<file path="src/rtl/cpuPkg.sv">
package cpuPkg;

    // widths that carry a meaning
    typedef logic [31:0] word_t;
    typedef logic [31:0] instr_t;
    typedef logic [4:0]  regIdx_t;
    typedef logic [5:0]  memIdx_t;   // address bits 8..3

    localparam int      NumRegs  = 32;
    localparam int      MemWords = 64;
    localparam regIdx_t ZeroReg  = 5'd31;

    // R-type and D-type opcodes, bits 31..21
    localparam logic [10:0] OpAdd  = 11'b10001011000;
    localparam logic [10:0] OpSub  = 11'b11001011000;
    localparam logic [10:0] OpAnd  = 11'b10001010000;
    localparam logic [10:0] OpOrr  = 11'b10101010000;
    localparam logic [10:0] OpEor  = 11'b11001010000;
    localparam logic [10:0] OpLdur = 11'b11111000010;
    localparam logic [10:0] OpStur = 11'b11111000000;

    // I-type opcodes, bits 31..22 only
    localparam logic [9:0] OpAddi = 10'b1001000100;
    localparam logic [9:0] OpSubi = 10'b1101000100;
    localparam logic [9:0] OpAndi = 10'b1001001000;
    localparam logic [9:0] OpOrri = 10'b1011001000;
    localparam logic [9:0] OpEori = 10'b1101001000;

    typedef enum logic [2:0] {
        AluAdd,
        AluSub,
        AluAnd,
        AluOrr,
        AluEor
    } aluOp_t;

    typedef struct packed {
        logic    valid;
        logic    regWrite;   // already cleared for rd == 31
        logic    memRead;
        logic    memWrite;
        logic    useImm;
        aluOp_t  aluOp;
        regIdx_t rn;
        regIdx_t rm;         // second read port, rd for STUR
        regIdx_t rd;
        word_t   imm;
    } decoded_t;

    typedef struct packed {
        logic    valid;
        logic    regWrite;
        logic    memRead;
        logic    memWrite;
        logic    useImm;
        aluOp_t  aluOp;
        regIdx_t rd;
        word_t   imm;
        word_t   opA;
        word_t   opB;
    } idEx_t;

    typedef struct packed {
        logic    valid;
        logic    regWrite;
        logic    memRead;
        logic    memWrite;
        regIdx_t rd;
        word_t   result;     // ALU result, also the memory address
        word_t   storeData;
    } exMem_t;

    typedef struct packed {
        logic    valid;
        regIdx_t rd;
        word_t   data;
    } wbPort_t;

endpackage

</file>
<file path="src/rtl/dataMem.sv">
`timescale 1ns/1ps

module dataMem (
    input  logic          clk,
    input  cpuPkg::word_t addr,
    input  logic          wrEn,
    input  cpuPkg::word_t wrData,
    output cpuPkg::word_t rdData
);
    import cpuPkg::*;

    word_t   mem [MemWords];
    memIdx_t idx;

    assign idx    = addr[8:3];   // doubleword index, low bits ignored
    assign rdData = mem[idx];    // combinational read for LDUR

    always_ff @(posedge clk) begin
        if (wrEn) begin
            mem[idx] <= wrData;
        end
    end

endmodule

</file>
<file path="src/rtl/execUnit.sv">
`timescale 1ns/1ps

module execUnit (
    input  cpuPkg::idEx_t ex,
    output cpuPkg::word_t res,
    output cpuPkg::word_t storeData
);
    import cpuPkg::*;

    word_t operandB;

    assign operandB  = ex.useImm ? ex.imm : ex.opB;
    assign storeData = ex.opB;   // STUR value rides along to memory

    // loads and stores use AluAdd for base + offset
    always_comb begin
        case (ex.aluOp)
            AluAdd: begin
                res = ex.opA + operandB;
            end
            AluSub: begin
                res = ex.opA - operandB;
            end
            AluAnd: begin
                res = ex.opA & operandB;
            end
            AluOrr: begin
                res = ex.opA | operandB;
            end
            AluEor: begin
                res = ex.opA ^ operandB;
            end
            default: begin
                res = '0;
            end
        endcase
    end

endmodule

</file>
<file path="src/rtl/instDecoder.sv">
`timescale 1ns/1ps

module instDecoder (
    input  cpuPkg::instr_t   inst,
    input  logic             instValid,
    output cpuPkg::decoded_t dec
);
    import cpuPkg::*;

    logic [10:0] opc11;
    logic [9:0]  opc10;
    word_t       iImm;
    word_t       dOffset;
    logic        known;
    logic        writesReg;

    assign opc11   = inst[31:21];
    assign opc10   = inst[31:22];
    assign iImm    = {20'b0, inst[21:10]};            // zero-extended
    assign dOffset = {{23{inst[20]}}, inst[20:12]};   // signed 9-bit offset

    always_comb begin
        known     = 1'b1;
        writesReg = 1'b1;
        dec       = '0;
        dec.rd    = inst[4:0];
        dec.rn    = inst[9:5];
        dec.rm    = inst[20:16];
        dec.aluOp = AluAdd;

        case (opc11)
            OpAdd: dec.aluOp = AluAdd;
            OpSub: dec.aluOp = AluSub;
            OpAnd: dec.aluOp = AluAnd;
            OpOrr: dec.aluOp = AluOrr;
            OpEor: dec.aluOp = AluEor;
            OpLdur: begin
                dec.memRead = 1'b1;
                dec.useImm  = 1'b1;
                dec.imm     = dOffset;
            end
            OpStur: begin
                writesReg    = 1'b0;
                dec.memWrite = 1'b1;
                dec.useImm   = 1'b1;
                dec.imm      = dOffset;
                dec.rm       = inst[4:0];   // store value comes from rd field
            end
            default: begin
                // only the I-type group is left, matched on 10 bits
                dec.useImm = 1'b1;
                dec.imm    = iImm;
                case (opc10)
                    OpAddi: dec.aluOp = AluAdd;
                    OpSubi: dec.aluOp = AluSub;
                    OpAndi: dec.aluOp = AluAnd;
                    OpOrri: dec.aluOp = AluOrr;
                    OpEori: dec.aluOp = AluEor;
                    default: begin
                        known      = 1'b0;   // unknown opcode becomes a bubble
                        writesReg  = 1'b0;
                        dec.useImm = 1'b0;
                    end
                endcase
            end
        endcase

        dec.valid    = instValid & known;
        dec.regWrite = writesReg & (dec.rd != ZeroReg);
    end

endmodule

</file>
<file path="src/rtl/pipeCore.sv">
`timescale 1ns/1ps

module pipeCore (
    input  logic            clk,
    input  logic            rstN,
    input  logic            instValid,
    input  cpuPkg::instr_t  inst,
    output cpuPkg::wbPort_t wb
);
    import cpuPkg::*;

    logic     ifValid;
    instr_t   ifInst;
    decoded_t dec;
    word_t    rdDataA;
    word_t    rdDataB;
    idEx_t    idExD;
    idEx_t    idEx;
    word_t    exRes;
    word_t    exStore;
    exMem_t   exMemD;
    exMem_t   exMem;
    word_t    memRdData;
    wbPort_t  wbD;

    // fetch register, edge 1
    always_ff @(posedge clk) begin
        if (!rstN) begin
            ifValid <= 1'b0;
        end else begin
            ifValid <= instValid;
        end
        ifInst <= inst;
    end

    instDecoder uDecoder (
        .inst      (ifInst),
        .instValid (ifValid),
        .dec       (dec)
    );

    regFile uRegFile (
        .clk     (clk),
        .rstN    (rstN),
        .rdAddrA (dec.rn),
        .rdAddrB (dec.rm),
        .rdDataA (rdDataA),
        .rdDataB (rdDataB),
        .wr      (wb)      // written one edge after wb shows up
    );

    always_comb begin
        idExD          = '0;
        idExD.valid    = dec.valid;
        idExD.regWrite = dec.regWrite;
        idExD.memRead  = dec.memRead;
        idExD.memWrite = dec.memWrite;
        idExD.useImm   = dec.useImm;
        idExD.aluOp    = dec.aluOp;
        idExD.rd       = dec.rd;
        idExD.imm      = dec.imm;
        idExD.opA      = rdDataA;
        idExD.opB      = rdDataB;
    end

    execUnit uExec (
        .ex        (idEx),
        .res       (exRes),
        .storeData (exStore)
    );

    always_comb begin
        exMemD           = '0;
        exMemD.valid     = idEx.valid;
        exMemD.regWrite  = idEx.regWrite;
        exMemD.memRead   = idEx.memRead;
        exMemD.memWrite  = idEx.memWrite;
        exMemD.rd        = idEx.rd;
        exMemD.result    = exRes;
        exMemD.storeData = exStore;
    end

    // STUR lands on the same edge that loads the wb register
    dataMem uDataMem (
        .clk    (clk),
        .addr   (exMem.result),
        .wrEn   (exMem.valid & exMem.memWrite),
        .wrData (exMem.storeData),
        .rdData (memRdData)
    );

    assign wbD.valid = exMem.valid & exMem.regWrite;
    assign wbD.rd    = exMem.rd;
    assign wbD.data  = exMem.memRead ? memRdData : exMem.result;

    // decode/execute, execute/memory and memory/write-back registers
    always_ff @(posedge clk) begin
        if (!rstN) begin
            idEx.valid  <= 1'b0;
            exMem.valid <= 1'b0;
            wb.valid    <= 1'b0;
        end else begin
            idEx  <= idExD;
            exMem <= exMemD;
            wb    <= wbD;
        end
    end

endmodule

</file>
<file path="src/rtl/regFile.sv">
`timescale 1ns/1ps

module regFile (
    input  logic            clk,
    input  logic            rstN,
    input  cpuPkg::regIdx_t rdAddrA,
    input  cpuPkg::regIdx_t rdAddrB,
    output cpuPkg::word_t   rdDataA,
    output cpuPkg::word_t   rdDataB,
    input  cpuPkg::wbPort_t wr
);
    import cpuPkg::*;

    word_t regs [NumRegs];
    logic  hitA;
    logic  hitB;

    // write-through so a reader in the write cycle sees the new value
    assign hitA = wr.valid && (wr.rd == rdAddrA) && (rdAddrA != ZeroReg);
    assign hitB = wr.valid && (wr.rd == rdAddrB) && (rdAddrB != ZeroReg);

    assign rdDataA = hitA ? wr.data : regs[rdAddrA];
    assign rdDataB = hitB ? wr.data : regs[rdAddrB];

    always_ff @(posedge clk) begin
        if (!rstN) begin
            for (int i = 0; i < NumRegs; i++) begin
                if (regIdx_t'(i) == ZeroReg) begin
                    regs[i] <= '0;
                end else begin
                    regs[i] <= word_t'(i);   // register i starts out holding i
                end
            end
        end else if (wr.valid && (wr.rd != ZeroReg)) begin
            regs[wr.rd] <= wr.data;
        end
    end

endmodule

</file>
<file path="config.mk">
export PLATFORM = sky130hd
export DESIGN_NAME = pipeCore
export DESIGN_NICKNAME = d
export VERILOG_FILES = /design/src/rtl/cpuPkg.sv /design/src/rtl/dataMem.sv /design/src/rtl/execUnit.sv /design/src/rtl/instDecoder.sv /design/src/rtl/pipeCore.sv /design/src/rtl/regFile.sv
export SDC_FILE = /design/constraint.sdc
export NUM_CORES = 2
export LEC_CHECK = 0
export BUFFER_PORTS_ARGS = -buffer_cell sky130_fd_sc_hd__clkbuf_2
export CORE_ASPECT_RATIO = 2
export CORE_MARGIN = 2
export CORE_UTILIZATION = 57
export DETAILED_ROUTE_END_ITERATION = 16
export PLACE_DENSITY = 0.87
export SYNTH_ARGS = -nofsm -noshare
export SYNTH_HDL_FRONTEND = slang
export SYNTH_HIERARCHICAL = 1
export SYNTH_SLANG_ARGS = --single-unit
</file>
<file path="constraint.sdc">
create_clock -name clk -period 4.8 [get_ports clk]
set_clock_uncertainty 0.1 [all_clocks]
set_input_delay 0.72 -clock clk [delete_from_list [all_inputs] [get_ports clk]]
set_output_delay 0.72 -clock clk [all_outputs]
set_load 0.05 [all_outputs]
</file>
==> reports/results.ini <==
[sta]
finalHoldViolations=0
tightest_slew_ps=1472
relSlewSlack=0.01854
drv_slew=0
period_share=0.9828
max_freq_mhz=212.0
period_needed_ps=4717
setup_violations=0

[synthesis]
synth_seq_cells=3325
avgSynthCellArea_sq_um=16.34
synth_edf_count=3289
syn-cell-area_sq_um=146600
synthDistinctLibCells=98
yosysWarningCount=6
netlist_instances=8973
yosys.area.top_type=edfxtp_1
synthFlopType=edfxtp_1
synthArstFlopShare=0
yosys-top-cells-count=3289 x edfxtp_1, 965 x and2_1, 510 x mux4_2
netlist_top_cells_area=edfxtp_1 67%, mux4_2 7.8%, and2_1 4.1%
synth_most_common_cell=edfxtp_1
seq_area_frac_synth=0.6787
yosys.area.top_type_share=0.6738

[global_routing]
grt_max_degree=97
grtUsageTotal=0.3606
grt_overflow=0
antenna_found_initial=57
grt_pass1_vias=93890
grt_first_pass_wirelength_um=666800

[route]
drc=0
drt_wl_total_um=479600
wl_per_cell_um=37.35
vias=93030
wl_met1_um=131800
first_pass_iters=7
viasPerCell=7.244
highest_layer=met5
ant_nets=0
wl_met3_um=56530
detail_route.iter0.violations=15390
wl_met2_um=232600

[min_path]
min_path_type=in2reg
hold_path_depth=1
min-delay-start=rstN
holdPathEnd=idEx[40]

[final_layout]
final_layout_size_suffix_gt1_frac=0.2070
area_growth_pct=11.41
final_util=0.6379
fill_cells=16490
nets=9264
fin_cells=12840
fin_area_sq_um=163300

[clock_tree]
htreeDepth=5
clk_pin_slew_ps=70
cts_num_sinks=3325
clk_latency_ps=940
clockRootBuffer=clkbuf_16
tritoncts=built
clock_path_buffers=4
cts_buffers=279

[critical_path]
ff2ff_path_depth=11
rr_endpoint=idEx[17]
reg2reg_setup_slack_ps=80
required_ps=5310
cp-end-kind=flip-flop
critPathKind=reg2reg
arrival_ps=5230
reg2reg_from=ifInst[30]
cp_max_fo=29
startpoint_type=flip-flop

[placed_design]
placed_cells=12130
hpwl_um=304900
portBuffers=72
gp_congestion=1.067
placed_area_sq_um=153400

[status]
status=finished, final reports clean

[floorplanning]
io_pins=73
core_area_sq_um=256000
die_h_um=721.2
placementRows=263
start_util=0.5725
die_area_sq_um=261500
die_w_um=362.6

[pwr]
pwr_density_cell_nw_per_um2=416.4
p_leak_uw=0.05533
irDropWorstVdd_mv=0.3306

[job]
drv_cap=0

-- state kept, by name, summed over array words and instances, names as in the netlist --
register       flops
idEx             100
uRegFile/regs   1024
ifValid            1
ifInst            32
uDataMem/mem    2048
exMemD             9
wb                38
exMem             73
-- area by class of cell --
| class | instances | area, sq um | area share |
|---|---|---|---|
| Tap cell | 3312 | 4144 | 0.02538 |
| Sequential cell | 3325 | 99490 | 0.6093 |
| Clock buffer | 326 | 7422 | 0.04545 |
| Timing Repair Buffer | 661 | 5838 | 0.03575 |
| Inverter | 95 | 366.6 | 0.002245 |
| Multi-Input combinational cell | 4769 | 43960 | 0.2692 |
| Clock inverter | 159 | 1584 | 0.009700 |
| Antenna cell | 196 | 490.5 | 0.003004 |
-- cells by family after synthesis --
group / share of synthesized area
adders and majority gates: 0.008417
buffers and inverters: 0.02998
AOI/OAI and AO/OA: 0.07620
and+or+nand+nor: 0.07150
other: 0.00002558
muxes: 0.1313
DFF: 0.6787
xor gates and xnor gates: 0.003824
-- worst max path at each step --
stage               slack (ps)   endpoint       start
floorplan                   50  exMem[61]   idEx[104]
global placement          -210  exMem[56]   idEx[104]
detailed placement        -190  exMem[56]   idEx[104]
CTS                          4  exMem[56]   idEx[104]
global route               -30  exMem[61]   idEx[104]
finish                      80   idEx[17]  ifInst[30]
-- cells in the final DEF, fill, tap and decap left out, types with 78 or more instances in the layout --
| cell | n |
|---|---|
| a211oi_1 | 132 |
| a21oi_1 | 186 |
| a221oi_1 | 175 |
| a22oi_1 | 189 |
| and2_1 | 963 |
| and3_1 | 89 |
| buf_4 | 479 |
| clkbuf_16 | 290 |
| diode_2 | 196 |
| edfxtp_1 | 3289 |
| ha_1 | 96 |
| inv_1 | 87 |
| mux2_2 | 151 |
| mux2i_1 | 457 |
| mux4_2 | 510 |
| nand2_1 | 145 |
| nand3_1 | 78 |
| nor2_1 | 141 |
| o21ai_0 | 112 |
| o221ai_1 | 79 |
| o22ai_1 | 253 |
| or3_1 | 83 |
-- routing by layer --
layer	vias up	global-route usage
met5	-	0
met4	32	0.3366
met3	2715	0.09079
met2	8790	0.5995
met1	45300	0.3704
li1	36200	-
-- power by group --
group | switching, uW | leakage, uW | total, uW | internal [uW]
registers | 759 | 0.0311 | 33400 | 32600
logic | 7610 | 0.0198 | 11400 | 3760
clock network | 10600 | 0.00438 | 23200 | 12600
total | 19000 | 0.0553 | 68000 | 49000
-- repair_timing --
| action | in CTS | in global routing |
|---|---|---|
| gates resized for setup | 3 | 8 |
| setup endpoints to repair | 7 | 7 |
| pin swaps | 1 | 4 |
| hold buffers | 33 | 0 |
| endpoints found under the hold margin | 33 | 0 |
| buffers inserted | 0 | 2 |
-- metrics by stage --
| step | setup TNS (ps) | hold WS [ps] | total power, uW | worst slack, ps |
|---|---|---|---|---|
| 6_report | 0 | 71.06 | 68000 | 82.66 |
| 5_1_grt | -31.72 | 60.65 | 69010 | -31.72 |
| 4_1_cts | 0 | 43.17 | 67190 | 3.970 |
| 3_5_place_dp | -471.6 | 304.5 | 44540 | -193.0 |
| 3_3_place_gp | -1005 | 301.9 | 44240 | -209.9 |
| 2_1_floorplan | 0 | 300.3 | 39670 | 46.65 |
-- worst max-delay path, cell delays in order, from the launching register on --
cell and delay (ps):
dfxtp_1 450, nand4b_1 180, nor4b_2 710, and2b_1 480
mux2_8 540, buf_12 310, buf_4 270, mux2i_1 220
o221ai_1 360, o22ai_1 290, a211oi_1 100, a211o_1 330
Power figures use the tool's default switching activity.
